**config.mk**
```make
export PLATFORM = sky130hd
export DESIGN_NAME = ldst_align
export DESIGN_NICKNAME = d
export VERILOG_FILES = /design/src/dcache_pkg.sv /design/src/ldst_align.sv
export SDC_FILE = /design/constraint.sdc
export NUM_CORES = 1
export LEC_CHECK = 0
export BUFFER_PORTS_ARGS = -buffer_cell sky130_fd_sc_hd__clkbuf_2
export CAP_MARGIN = 20
export CORE_AREA = 3 3 70 85
export DETAILED_ROUTE_END_ITERATION = 6
export DIE_AREA = 0 0 73 88
export PLACE_DENSITY = 0.83
export SYNTH_ARGS = -nofsm -noshare
export SYNTH_HDL_FRONTEND = slang
export SYNTH_SLANG_ARGS = --single-unit
export TNS_END_PERCENT = 10
```
**constraint.sdc**
```tcl
create_clock -name vclk -period 2.8
set_input_delay 0.56 -clock vclk [all_inputs]
set_output_delay 0.56 -clock vclk [all_outputs]
set_load 0.05 [all_outputs]
```
**src/dcache_pkg.sv**
```systemverilog
package dcache_pkg;

    // cpu word and address width
    localparam int DATA_W = 32;

    // access type from the cpu
    typedef enum logic [2:0] {
        LW,
        LH,
        LHU,
        LB,
        LBU,
        SW,
        SH,
        SB
    } ldst_op_t;

    // miss handling states
    typedef enum logic [1:0] {
        IDLE,
        WRITEBACK,
        REFILL
    } cache_state_t;

    // addr[19:16] value of the uncached io window
    localparam logic [3:0] MMIO_CODE = 4'hf;

endpackage

```
**src/ldst_align.sv**
```systemverilog
module ldst_align (
    input  logic [dcache_pkg::DATA_W-1:0] addr,
    input  dcache_pkg::ldst_op_t          mem_op,
    input  logic [dcache_pkg::DATA_W-1:0] write_data,
    input  logic [dcache_pkg::DATA_W-1:0] cache_word,
    input  logic [dcache_pkg::DATA_W-1:0] mem_rdata,
    input  logic                          use_mem,
    output logic [dcache_pkg::DATA_W-1:0] data_out,
    output logic [dcache_pkg::DATA_W-1:0] line_word
);
    import dcache_pkg::*;

    logic [DATA_W-1:0] src;
    logic [15:0]       half;
    logic [7:0]        byte_sel;

    assign src      = use_mem ? mem_rdata : cache_word;
    assign half     = addr[1] ? src[31:16] : src[15:0];
    assign byte_sel = src[8*addr[1:0] +: 8];

    // load extraction
    always_comb begin
        data_out = src;
        case (mem_op)
            LH:      data_out = {{16{half[15]}}, half};
            LHU:     data_out = {16'h0000, half};
            LB:      data_out = {{24{byte_sel[7]}}, byte_sel};
            LBU:     data_out = {24'h000000, byte_sel};
            default: data_out = src;
        endcase
    end

    // store merge into the source word
    always_comb begin
        line_word = src;
        case (mem_op)
            SW: line_word = write_data;
            SH: begin
                if (addr[1]) begin
                    line_word = {write_data[15:0], src[15:0]};
                end else begin
                    line_word = {src[31:16], write_data[15:0]};
                end
            end
            SB: line_word[8*addr[1:0] +: 8] = write_data[7:0];
            default: line_word = src;
        endcase
    end

    // no clock here, so checked after the delta settles
    always_comb begin
        if (use_mem) begin
            assert final (!$isunknown(mem_op))
                else $error("unknown mem_op during access");
        end
    end

endmodule

```
==> flow_summary_export.csv <==
group,metric,value,unit
run_status,status,"finished clean",
layout,fillers,440,
route,routedWlPerCell,19.78,microns
sta,setup_viol,0,
critical_path,start_kind,"input pin",
layout,drive_above_1_share,0.5522,
layout,final_cell_mix,"clkbuf_2 (132), buf_4 (46), nand2_1 (39), mux2i_1 (37), buf_12 (26)",
floorplanning,core_area,5261,sq um
layout,seq_cell_count,0,
route,finalWirelength,10320,microns
global_route,antenna_found_initial,0,
power,p_leak,1.761,nW
global_route,grt_max_degree,28,
route,dr.pass1.iters,5,
critical_path,cp.required,2240,ps
critical_path,path_max_fanout,8,
sta,drv_slew,0,
route,vias,3124,
power,power_density,331.6,nW/um^2
layout,area_growth,80.61,%
critical_path,critPathArrivalTime,2210,ps
layout,multi_input_area,1873,sq um
layout,nClkBuffers,0,
critical_path,cp_cell_sequence,"clkbuf_2 -> mux4_2 -> mux2_2 -> nand2b_2 -> o221ai_1 -> buf_2",
floorplanning,dieHeight,88,microns
synth,yosysWarnings,0,
critical_path,cp-end-kind,"primary output",
layout,num_antenna_cells,0,
critical_path,cp_slowest_stage_delay,560,ps
sta,max_freq,361.0,MHz
synth,synth_cell_types,46,
sta,finalHoldViolations,0,
placement,postPlaceCellArea,3541,sq um
critical_path,crit_slowest_cell,"mux4_2",
run,drv_cap,0,
placement,dp_cells,522,
critical_path,critPathBufInv,2,
sta,min_period,2770,ps
layout,instances_no_fill,522,
critical_path,worst-setup-path-type,"in -> out",
synth,yosysTopAreaCell,"mux2i_1",
synth,netlist_area,1968,sq um
sta,slew_headroom,0.6444,
layout,seqCellArea,0,sq um
floorplanning,chipWidth,73,microns
layout,nets,599,
global_route,grt_overflow,0,
placement,io_buffers,166,
sta,tightestPinTransition,530.8,ps
synth,ys_seq_area_frac,0,
route,final_antenna_net_count,0,
worst_hold_path,hold_path_class,"in -> out",
sta,hold_slack,1550,ps
sta,finalCritPeriodShare,0.9894,
sta,rsz0062_at_grt,"true",
placement,gp_congestion,1.006,
route,via_per_inst,5.985,
global_route,grt_pass1_wl,15180,microns
floorplanning,ioPinCount,196,
floorplanning,die-area,6424,sq um
synth,syn-num-nets,405,
synth,synth_top_area_share,0.1882,
global_route,grt_pass1_vias,3151,
synth,syn-mean-instance-area,7.344,sq um
route,drc,0,
global_route,grtUsageTotal,0.2993,
synth,syn_inst,268,
cts,cts_setup_buffers,0,
layout,stdcell_area,3555,sq um
placement,hpwlAfterDp,8830,microns
floorplanning,start_util,0.3741,
synth,synth.area.top_cells,"mux2i_1 (19%), o221ai_1 (11%), nand2_1 (7.4%)",
route,drtIter0Drc,230,
critical_path,critPathTopFamily,"multiplexers",
layout,final_common_cell,"clkbuf_2",
floorplanning,rows,29,
power,peakVddDrop,194.1,uV
-- layer usage --
| metal | wire length, microns | track usage | up-vias |
|---|---|---|---|
| met5 | 0 | 0 | - |
| met4 | 248 | 0.09060 | 0 |
| met3 | 1129 | 0.05281 | 24 |
| met1 | 3958 | 0.3711 | 1427 |
| li1 | - | - | 1450 |
| met2 | 4987 | 0.5199 | 223 |
-- power breakdown --
group	internal [mW]	switching [mW]
Combinational	0.429	0.750
Clock	0	0
Sequential	0	0
-- kinds of logic (layout without fill, tap and decap cells) --
group | after synthesis | after routing | share of synthesized area
buffers and inverters | 29 | 221 | 0.08392
adders and majority gates | 5 | 5 | 0.03179
AOI/OAI and AO/OA | 112 | 112 | 0.4272
muxes | 43 | 43 | 0.2359
and+or+nand+nor | 78 | 78 | 0.2168
xor gates and xnor gates | 1 | 1 | 0.004451
-- cells in the mapped netlist (7+ instances only) --
cell	count
a21oi_1	13
o211ai_1	11
nand2_1	39
mux2i_1	37
inv_1	7
o21ai_2	10
a22oi_1	13
o221ai_1	25
clkbuf_1	7
o21ai_0	15
nor2_1	12
a22o_1	9
-- cell type report --
| class | instances | area share |
|---|---|---|
| tap | 62 | 0.02182 |
| multi-input combinational | 239 | 0.5269 |
| timing repair buffer | 213 | 0.4428 |
| inverter | 8 | 0.008448 |
-- repair_timing --
| item | in CTS | in global routing |
|---|---|---|
| resized for setup | 1 | 13 |
| endpoints found under the hold margin | 0 | 0 |
| setup endpoints to repair | 1 | 16 |
| hold buffers | 0 | 0 |
| cloned | 0 | 0 |
| pin swaps | 0 | 1 |
-- worst paths after layout --
path | depth (start not counted) | startpoint | slack (ps) | end
max | 6 | use_mem | 30 | data_out[14]
min | 4 | write_data[15] | 1550 | line_word[15]
-- per-stage QoR --
stage | worst slack (ps) | setup TNS (ps) | total power [mW] | utilization
2_1_floorplan | -233.6 | -3051 | 0.7045 | -
3_3_place_gp | 46.53 | 0 | 1.156 | 0.6730
3_5_place_dp | -6.104 | -6.104 | 1.167 | 0.6730
4_1_cts | 3.098 | 0 | 1.172 | 0.6735
5_1_grt | -30.04 | -62.66 | 1.229 | 0.6756
6_report | 29.76 | 0 | 1.179 | 0.6756
Note: power is estimated with default switching activity, not from simulation.
