==> src/dcache_pkg.sv <==
package dcache_pkg;

    // cpu word and address width
    localparam int DATA_W = 32;

    // access type from the cpu
    typedef enum logic [2:0] {
        LW,
        LH,
        LHU,
        LB,
        LBU,
        SW,
        SH,
        SB
    } ldst_op_t;

    // miss handling states
    typedef enum logic [1:0] {
        IDLE,
        WRITEBACK,
        REFILL
    } cache_state_t;

    // addr[19:16] value of the uncached io window
    localparam logic [3:0] MMIO_CODE = 4'hf;

endpackage

==> src/dcache_array.sv <==
module dcache_array #(
    parameter int INDEX_W = 6
) (
    input  logic                          clk,
    input  logic                          rst,
    input  logic [dcache_pkg::DATA_W-1:0] addr,
    input  logic                          line_we,
    input  logic                          line_dirty,
    input  logic [dcache_pkg::DATA_W-1:0] line_word,
    output logic                          hit,
    output logic                          victim_dirty,
    output logic [dcache_pkg::DATA_W-1:0] cache_word,
    output logic [dcache_pkg::DATA_W-1:0] victim_addr,
    output logic [dcache_pkg::DATA_W-1:0] victim_data
);
    import dcache_pkg::*;

    localparam int DEPTH = 1 << INDEX_W;
    // tag covers addr[15:INDEX_W+2]
    localparam int TAG_W = 14 - INDEX_W;

    logic [DEPTH-1:0]   valid;
    logic [DEPTH-1:0]   dirty;
    logic [TAG_W-1:0]   tag_mem  [DEPTH];
    logic [DATA_W-1:0]  data_mem [DEPTH];

    logic [INDEX_W-1:0] index;
    logic [TAG_W-1:0]   req_tag;
    logic               tag_eq;

    assign index   = addr[INDEX_W+1:2];
    assign req_tag = addr[15:INDEX_W+2];
    assign tag_eq  = (tag_mem[index] == req_tag);

    assign hit          = valid[index] && tag_eq;
    assign victim_dirty = valid[index] && dirty[index] && !tag_eq;
    assign cache_word   = data_mem[index];
    assign victim_data  = data_mem[index];
    // rebuild the victim word address below the io window
    assign victim_addr  = {{(DATA_W - 16){1'b0}}, tag_mem[index], index, 2'b00};

    always_ff @(posedge clk) begin
        if (rst) begin
            valid <= '0;
            dirty <= '0;
        end else if (line_we) begin
            valid[index] <= 1'b1;
            dirty[index] <= line_dirty;
        end
    end

    always_ff @(posedge clk) begin
        if (line_we) begin
            tag_mem[index]  <= req_tag;
            data_mem[index] <= line_word;
        end
    end

    // a dirty victim is replaced only after two stalled cycles (idle, write-back)
    assert property (@(posedge clk) disable iff (rst)
        (line_we && victim_dirty) |->
            $past(victim_dirty && !line_we, 1) && $past(victim_dirty && !line_we, 2))
        else $error("dirty line overwritten without write-back");

endmodule

==> config.mk <==
export PLATFORM = sky130hd
export DESIGN_NAME = dcache_array
export DESIGN_NICKNAME = d
export VERILOG_FILES = /design/src/dcache_pkg.sv /design/src/dcache_array.sv
export SDC_FILE = /design/constraint.sdc
export NUM_CORES = 2
export LEC_CHECK = 0
export BUFFER_PORTS_ARGS = -buffer_cell sky130_fd_sc_hd__buf_2
export CAP_MARGIN = 10
export CORE_ASPECT_RATIO = 1.2
export CORE_MARGIN = 2
export CORE_UTILIZATION = 34
export CTS_CLUSTER_DIAMETER = 80
export DETAILED_ROUTE_END_ITERATION = 10
export GPL_ROUTABILITY_DRIVEN = 0
export SKIP_LAST_GASP = 1
export SYNTH_ARGS = -nofsm -noshare
export SYNTH_HDL_FRONTEND = slang
export SYNTH_SLANG_ARGS = --single-unit
==> constraint.sdc <==
create_clock -name clk -period 5.12 [get_ports clk]
set_input_delay 0.256 -clock clk [delete_from_list [all_inputs] [get_ports clk]]
set_output_delay 0.256 -clock clk [all_outputs]
set_load 0.01 [all_outputs]
==> flow_summary.yaml <==
floorplan:
  die_h_um: 607
  rows: 221
  die_x_um: 507
  ioPinCount: 166
  die_area_um2: 308000
  coreArea_um2: 302000
  initial_core_util_pct: 34.2
grt:
  grt_pass1_wl_um: 406000
  grt_pass1_vias: 51800
  grt_max_degree: 112
  grt_overflow: 0
  track_usage_pct: 18.6
  grt_antenna_before_repair: 30
power:
  powerDensity_nw_per_um2: 384
  ir_worst_vdd_mv: 0.230
  power_leakage_nw: 37.6
routing:
  drc_errors: 0
  wl_per_cell_um: 31.1
  drt.antenna.violating_nets: 0
  avgViaCountPerCell: 5.47
  dr.first_iter.drc_count: 6206
  totalWireLength_um: 293000
  dr.pass1.iters: 6
  vias: 51600
timing:
  tns_ns: 0
  period_minus_slack_ns: 3.97
  hold_ws_ns: 0.0511
  finalCritPeriodShare_pct: 77.6
  report.final.slew_viol_count: 0
  clock-skew-final_ns: 0
  hold_viol_final: 0
  rsz0062_at_grt: "false"
  timing.fmax_mhz: 252
  setup_violations: 0
  slew_headroom_pct: 19.4
  worst_pin_slew_ns: 1.21
worst_setup_path:
  crit_path_start: "addr[4]"
  end_kind: "output port"
  critPathMaxFanout: 65
  critPathRequiredTime_ns: 4.86
  startpoint_type: "primary input"
  crit_arrival_ns: 3.72
  crit_type: "primary input to output port"
  r2r-start: "dirty[62]"
cts:
  cts.sinks: 2688
  clk_path_buf_depth: 4
  cts_resized: 0
  cts_tree: "done"
  clk_pin_slew_ns: 0.06
  htreeDepth: 5
  cts_setup_buffers: 0
  clk_latency_ns: 0.81
  cts_inserted_buffers: 268
  clock_tree.root_cell: "clkbuf_16"
logic_synthesis:
  synth-seq-cells: 2688
  postSynthAreaPerCell_um2: 21.2
  syn_area_um2: 103000
  ys_warn_count: 0
  synth_edf_count: 2560
  yosys.cell_types.count: 48
  yosysSeqAreaShare_pct: 77.0
  ys_top_cells_by_count: "2,560 x edfxtp_1, 577 x mux4_2, 465 x mux2i_1"
  synth_largest_type_area_fraction_pct: 74.5
  syn_inst: 4878
  synthArstFlopShare_pct: 0
  synth.area.top_cells: "edfxtp_1 75%, mux4_2 13%, mux2i_1 4.5%"
  synthFlopType: "edfxtp_1"
  yosys.area.top_type: "edfxtp_1"
  yosysMostFrequentCell: "edfxtp_1"
hold_path:
  worstHoldStart: "addr[14]"
  holdCritPathClass: "primary input to register"
place:
  dp_hpwl_um: 163000
  port_buffers: 129
outcome:
  outcome: "finished, final reports clean"
cells_and_area:
  syn_to_final_growth_pct: 14.6
  drive_gt1_share_pct: 25.5
  final_nets: 5241
  utilization_pct: 39.2
flow_run:
  maxCapViolations: 0
## through the flow
stage / cells / instance area [um^2] / total power, W / worst slack (ns)
2_1_floorplan: 4895 / 103000 / 0.0260 / 1.33
5_1_grt: 9429 / 118000 / 0.0466 / 0.965
3_3_place_gp: 8916 / 110000 / 0.0270 / 1.12
4_1_cts: 9384 / 118000 / 0.0457 / 1.06
6_report: 9437 / 118000 / 0.0454 / 1.15
3_5_place_dp: 8916 / 110000 / 0.0270 / 1.08
## area by class of cell
class	count	area, um^2
Tap cell	4014	5020
Antenna cell	53	133
Timing Repair Buffer	347	2860
Clock inverter	129	1120
Clock buffer	338	7140
Inverter	8	37.5
Fill cell	26800	184000
Multi-Input combinational cell	1860	22500
Sequential cell	2688	79400
## layer usage
| layer | vias to the layer above | part of all wire [%] | track usage (%) | wire length, um |
|---|---|---|---|---|
| met5 | - | 0.027 | 0 | 79 |
| met4 | 14 | 3.9 | 7.20 | 11400 |
| met3 | 481 | 7.1 | 2.93 | 20900 |
| met2 | 2174 | 50 | 31.4 | 147000 |
| met1 | 28100 | 39 | 24.1 | 114000 |
| li1 | 20800 | - | - | - |
## cell usage in the layout (no fill, tap or decap), types with 18 or more instances in the layout
cell / count
nand3_1: 46
or4_1: 32
a22oi_1: 80
clkbuf_16: 273
diode_2: 53
conb_1: 18
clkinv_1: 49
buf_4: 174
nand2_1: 85
a21oi_1: 71
dfxtp_1: 128
buf_2: 126
clkbuf_1: 59
mux2i_1: 465
nor2_1: 137
o22ai_1: 156
mux4_2: 577
edfxtp_1: 2560
o21ai_0: 67
nor2_4: 65
clkinv_2: 35
buf_12: 45
## cells by family after synthesis
family / share of synthesized area [%]
mux: 17.1
other cells: 0.00363
buf+inv: 1.75
simple gates: 1.80
xor+xnor: 0.0679
flops: 77.0
compound gates: 2.29
## state kept, by name, summed over array words and instances (netlist names)
name / flops
dirty: 64
tag_mem: 512
data_mem: 2048
valid: 64
## where the power goes
group	switching [W]	internal (W)
clock	0.00829	0.0106
combinational	0.00147	0.000814
sequential	0.0000326	0.0242
total	0.00978	0.0356
## final timing paths
kind,endpoint,slack [ns],cells after the start
worst min-delay path,tag_mem[28][6],0.05,2
worst min register to register,valid[63],0.47,2
worst max-delay path,victim_dirty,1.15,10
worst max register to register,dirty[62],4.43,2
## repair_timing
action | 4_1_cts | 5_1_grt
setup endpoints to repair | 0 | 0
endpoints found under the hold margin | 47 | 0
hold buffers | 1 | 0
## critical path, stage by stage
cell and delay (ns):
buf_8 0.50, buf_4 0.64, mux4_2 0.40, mux2i_1 0.24, o21ai_2 0.13, nor4_4 0.46, xnor2_1 0.19, nor4_2 0.06
a31oi_1 0.45, buf_2 0.24
(Power assumes the default switching activity.)
