[src/dcache_pkg.sv]
package dcache_pkg;

    // cpu word and address width
    localparam int DATA_W = 32;

    // access type from the cpu
    typedef enum logic [2:0] {
        LW,
        LH,
        LHU,
        LB,
        LBU,
        SW,
        SH,
        SB
    } ldst_op_t;

    // miss handling states
    typedef enum logic [1:0] {
        IDLE,
        WRITEBACK,
        REFILL
    } cache_state_t;

    // addr[19:16] value of the uncached io window
    localparam logic [3:0] MMIO_CODE = 4'hf;

endpackage

[src/dcache_ctrl.sv]
module dcache_ctrl (
    input  logic                          clk,
    input  logic                          rst,
    input  logic [dcache_pkg::DATA_W-1:0] addr,
    input  logic [dcache_pkg::DATA_W-1:0] write_data,
    input  logic                          mem_read,
    input  logic                          mem_write,
    input  logic                          hit,
    input  logic                          victim_dirty,
    input  logic [dcache_pkg::DATA_W-1:0] victim_addr,
    input  logic [dcache_pkg::DATA_W-1:0] victim_data,
    output logic                          stall,
    output logic                          line_we,
    output logic                          line_dirty,
    output logic                          use_mem,
    output logic [dcache_pkg::DATA_W-1:0] mem_addr,
    output logic [dcache_pkg::DATA_W-1:0] mem_wdata,
    output logic                          mem_we,
    output logic                          mmio_sel
);
    import dcache_pkg::*;

    cache_state_t state;
    cache_state_t state_next;
    logic         access;
    logic         uncached;
    logic         cached_req;

    assign access     = mem_read || mem_write;
    assign uncached   = (addr[19:16] == MMIO_CODE);
    assign cached_req = access && !uncached;

    always_comb begin
        state_next = state;
        case (state)
            IDLE: begin
                if (cached_req && !hit) begin
                    state_next = victim_dirty ? WRITEBACK : REFILL;
                end
            end
            WRITEBACK: state_next = REFILL;
            REFILL:    state_next = IDLE;
            default:   state_next = IDLE;
        endcase
    end

    always_ff @(posedge clk) begin
        if (rst) begin
            state <= IDLE;
        end else begin
            state <= state_next;
        end
    end

    // only an idle hit lets a cached request through
    assign stall = cached_req && (state != IDLE || !hit);

    // store hit, or the fill word at the end of a refill
    assign line_we    = (state == REFILL) || (state == IDLE && cached_req && hit && mem_write);
    assign line_dirty = mem_write;
    assign use_mem    = (state == REFILL) || (uncached && access);

    // victim goes out during write-back, the request address otherwise
    assign mem_addr  = (state == WRITEBACK) ? victim_addr : addr;
    assign mem_wdata = (state == WRITEBACK) ? victim_data : write_data;
    assign mem_we    = (state == WRITEBACK) || (state == IDLE && uncached && mem_write);
    assign mmio_sel  = uncached;

    assert property (@(posedge clk) disable iff (rst)
        (access && uncached) |-> (state == IDLE && !stall))
        else $error("uncached access stalled or met a busy controller");

    // the victim stays in place until the refill
    assert property (@(posedge clk) disable iff (rst)
        (state == WRITEBACK) |-> victim_dirty ##1 (state == REFILL))
        else $error("write-back without a dirty victim or not followed by refill");

endmodule

[config.mk]
export PLATFORM = sky130hd
export DESIGN_NAME = dcache_ctrl
export DESIGN_NICKNAME = d
export VERILOG_FILES = /design/src/dcache_pkg.sv /design/src/dcache_ctrl.sv
export SDC_FILE = /design/constraint.sdc
export NUM_CORES = 1
export LEC_CHECK = 0
export ABC_AREA = 1
export BUFFER_PORTS_ARGS = -buffer_cell sky130_fd_sc_hd__buf_2
export CAP_MARGIN = 20
export CORE_AREA = 2 2 79 81
export DETAILED_ROUTE_END_ITERATION = 12
export DIE_AREA = 0 0 81 83
export PLACE_DENSITY = 0.72
export REMOVE_ABC_BUFFERS = 1
export SLEW_MARGIN = 20
export SYNTH_ARGS = -nofsm -noshare
export SYNTH_HDL_FRONTEND = slang
export SYNTH_SLANG_ARGS = --single-unit
export TNS_END_PERCENT = 10
[constraint.sdc]
create_clock -name clk -period 1 [get_ports clk]
set_input_delay 0.15 -clock clk [delete_from_list [all_inputs] [get_ports clk]]
set_output_delay 0.15 -clock clk [all_outputs]
set_load 0.01 [all_outputs]
==> summary.md <==
| Metric | Value |
|---|---|
| Num CTS Buffers | `3` |
| Core area | `5820 sq um` |
| # port buffers | `203` |
| Leak Pwr | `1.57 nW` |
| Post-Layout Inst Area | `2360 sq um` |
| EDFF count, synth | `0` |
| Die Wd | `81 microns` |
| RSZ-0062 raised after global routing | `yes` |
| Synth Area per Inst | `4.65 sq um` |
| Io pins | `204` |
| WL final | `5.70 mm` |
| Ys Warns | `0` |
| Max-slew violation count | `0` |
| RR Startpoint | `state[0]$_SDFFE_PP0P_` |
| Max-Cap Viols | `0` |
| Crit path to | `mem_addr[1]` |
| Synth area leader | `nand2_1` |
| Hold WS | `176 ps` |
| Number of library cell types mapped by synthesis | `15` |
| Placed cell area | `2200 sq um` |
| Cell Area, Synth | `1130 sq um` |
| Final Cycle Share | `1.33` |
| Clock Root Buffer | `clkbuf_8` |
| Area grow syn2layout | `108%` |
| Fin util | `0.406` |
| Reg clk slew, reported paths | `30 ps` |
| Total global-route track usage | `0.150` |
| Crit path time final | `1330 ps` |
| Clock Sinks | `2` |
| Initial Utilization | `0.195` |
| Asr flop ratio synth | `0` |
| Status | `complete, but fails checks` |
| Global-route wire length before repair | `8.38 mm` |
| Post-Syn Instances | `244` |
| Final Wtd Congestion | `0.830` |
| Setup crit end kind | `output port` |
| HP Class | `input port to register` |
| Largest register FFs | `2` |
| Pwr Total | `1.61 mW` |
| CP startpoint | `state[0]$_SDFFE_PP0P_` |
| Most common cell in the netlist | `nand2_1` |
| Share of cells above drive strength 1 | `0.526` |
| Failing checks | `setup timing` |
| Die H | `83 microns` |
| Critical Path, Cell by Cell | `nand2_4 -> clkbuf_16 -> nand2_1 -> nand2_1 -> buf_2` |
| Slowest library cell on the worst path | `dfxtp_4` |
| Post-DR wirelength/cell | `11.1 microns` |
| CP arrival | `1180 ps` |
| Yosys reg bits | `2` |
| Final hold viol count | `0` |
| Initial DRC Count | `76` |
| R2r worst-path depth | `3` |
| Top reg by flops | `state` |
| Post-synth top cells | `nand2_1, nand3_1, buf_2` |
| Fin cells | `512` |
| CTS H-Tree Depth | `1` |
| # rows | `28` |
| Final worst slack | `-328 ps` |
| Share of the synthesized area in the top cell type | `0.440` |
| Placed cell count | `507` |
| Slew @ Worst Pin | `245 ps` |
| Routed Antenna Nets | `0` |
| Endpoints failing setup | `68` |
| Synth Flop Type | `dfxtp_1` |
| Vias | `2,242` |
| Worst-path maximum fanout | `17` |
| Via density | `4.38` |
| Detail Placement HPWL | `4.34 mm` |
| Clock Tree Buf Depth | `2` |
| Congestion Overflow GR | `0` |
| WS Path Type | `register to output port` |
| Max Freq | `753 MHz` |
| Largest net degree at the start of global routing | `38` |
| Max Clock Skew | `0.232 ps` |
| Most used cell, CP | `nand2_1` |
| R2R setup slack | `90 ps` |
| Remaining DRCs | `0` |
| Rel. slew slack | `0.836` |
| Sequential fraction of the synthesis area | `0.0353` |
| Top cells by area, synth | `nand2_1, nand3_1, buf_6, buf_2, dfxtp_1` |
| Nets | `573` |
| Initial antenna violation count | `0` |
| Vias in the first global route | `1,995` |
| Largest registers | `state x2` |
| Worst Path Required | `850 ps` |
| Clk Latency, worst-skew pair | `210 ps` |
| CTS tree | `built` |
| R2r endpoint | `state[1]$_SDFFE_PP0P_` |
| Peak VDD IR | `0.000553 V` |
| DIE AREA | `6720 sq um` |
| Crit start category | `register` |
| Slowest stage delay, CP | `400 ps` |
| Pre-antenna DRT Iters | `4` |
| Power Density | `681 nW/um^2` |
| Antenna Cells | `0` |
==> routing by layer <==
layer | routed length, microns | vias to the layer above | GRT usage
met5 | 0 | - | 0
met4 | 33 | 0 | 0.0354
met3 | 524 | 5 | 0.0250
met2 | 2940 | 115 | 0.305
met1 | 2200 | 957 | 0.149
li1 | - | 1165 | -
==> worst min path at each step <==
stage / startpoint / to / slack (ps) / cells after the start
2_1_floorplan: mem_write / line_dirty / 300 / 0
3_3_place_gp: rst / state[0]$_SDFFE_PP0P_ / 400 / 4
3_5_place_dp: rst / state[0]$_SDFFE_PP0P_ / 390 / 4
4_1_cts: rst / state[0]$_SDFFE_PP0P_ / 170 / 4
5_1_grt: rst / state[0]$_SDFFE_PP0P_ / 180 / 4
6_report: rst / state[0]$_SDFFE_PP0P_ / 180 / 4
==> layout make-up <==
class,instances,area [sq um]
repair buffers,213,1210
multi-input cells,212,943
fillers,640,3460
flip-flops and latches,2,45.0
inverters,7,28.8
well taps,75,93.8
clock buffers,3,41.3
==> worst max-delay path, delay by kind of cell (launching register included) <==
kind / cells / cell delay [ps]
flip-flops: 1 / 400
buffers and inverters: 2 / 330
AND/OR/NAND/NOR: 3 / 240
==> report_power, final <==
group	switching, mW	internal [mW]
clock	0.0679	0.255
combinational	0.615	0.574
sequential	0.0104	0.0859
total	0.693	0.915
==> layout by cell type, fill, tap and decap left out, types with 2 or more instances in the layout <==
cell type	instances
nand3_2	6
nor2_1	3
a21oi_1	2
buf_12	6
clkbuf_8	3
nand2_1	132
clkbuf_16	2
inv_1	6
nand3_1	60
buf_2	202
buf_4	2
o21ai_0	2
==> cells by family after synthesis <==
| kind of cell | Yosys count | synth area share |
|---|---|---|
| simple gates | 206 | 0.759 |
| buf+inv | 30 | 0.178 |
| compound gates | 6 | 0.0276 |
| flops | 2 | 0.0353 |
==> per-stage QoR <==
step | setup TNS, ps | setup WS, ps
CTS | -18820 | -324
global placement | -5940 | -162
global route | -24160 | -380
floorplan | -117170 | -1820
detailed placement | -7330 | -142
finish | -20030 | -328
==> timing repair <==
action	4_1_cts	5_1_grt
hold buffers	0	0
endpoints found under the setup margin	68	68
pin swaps	0	0
buffers inserted	0	0
resized for setup	15	2
gates cloned	0	2
(Power assumes the default switching activity.)
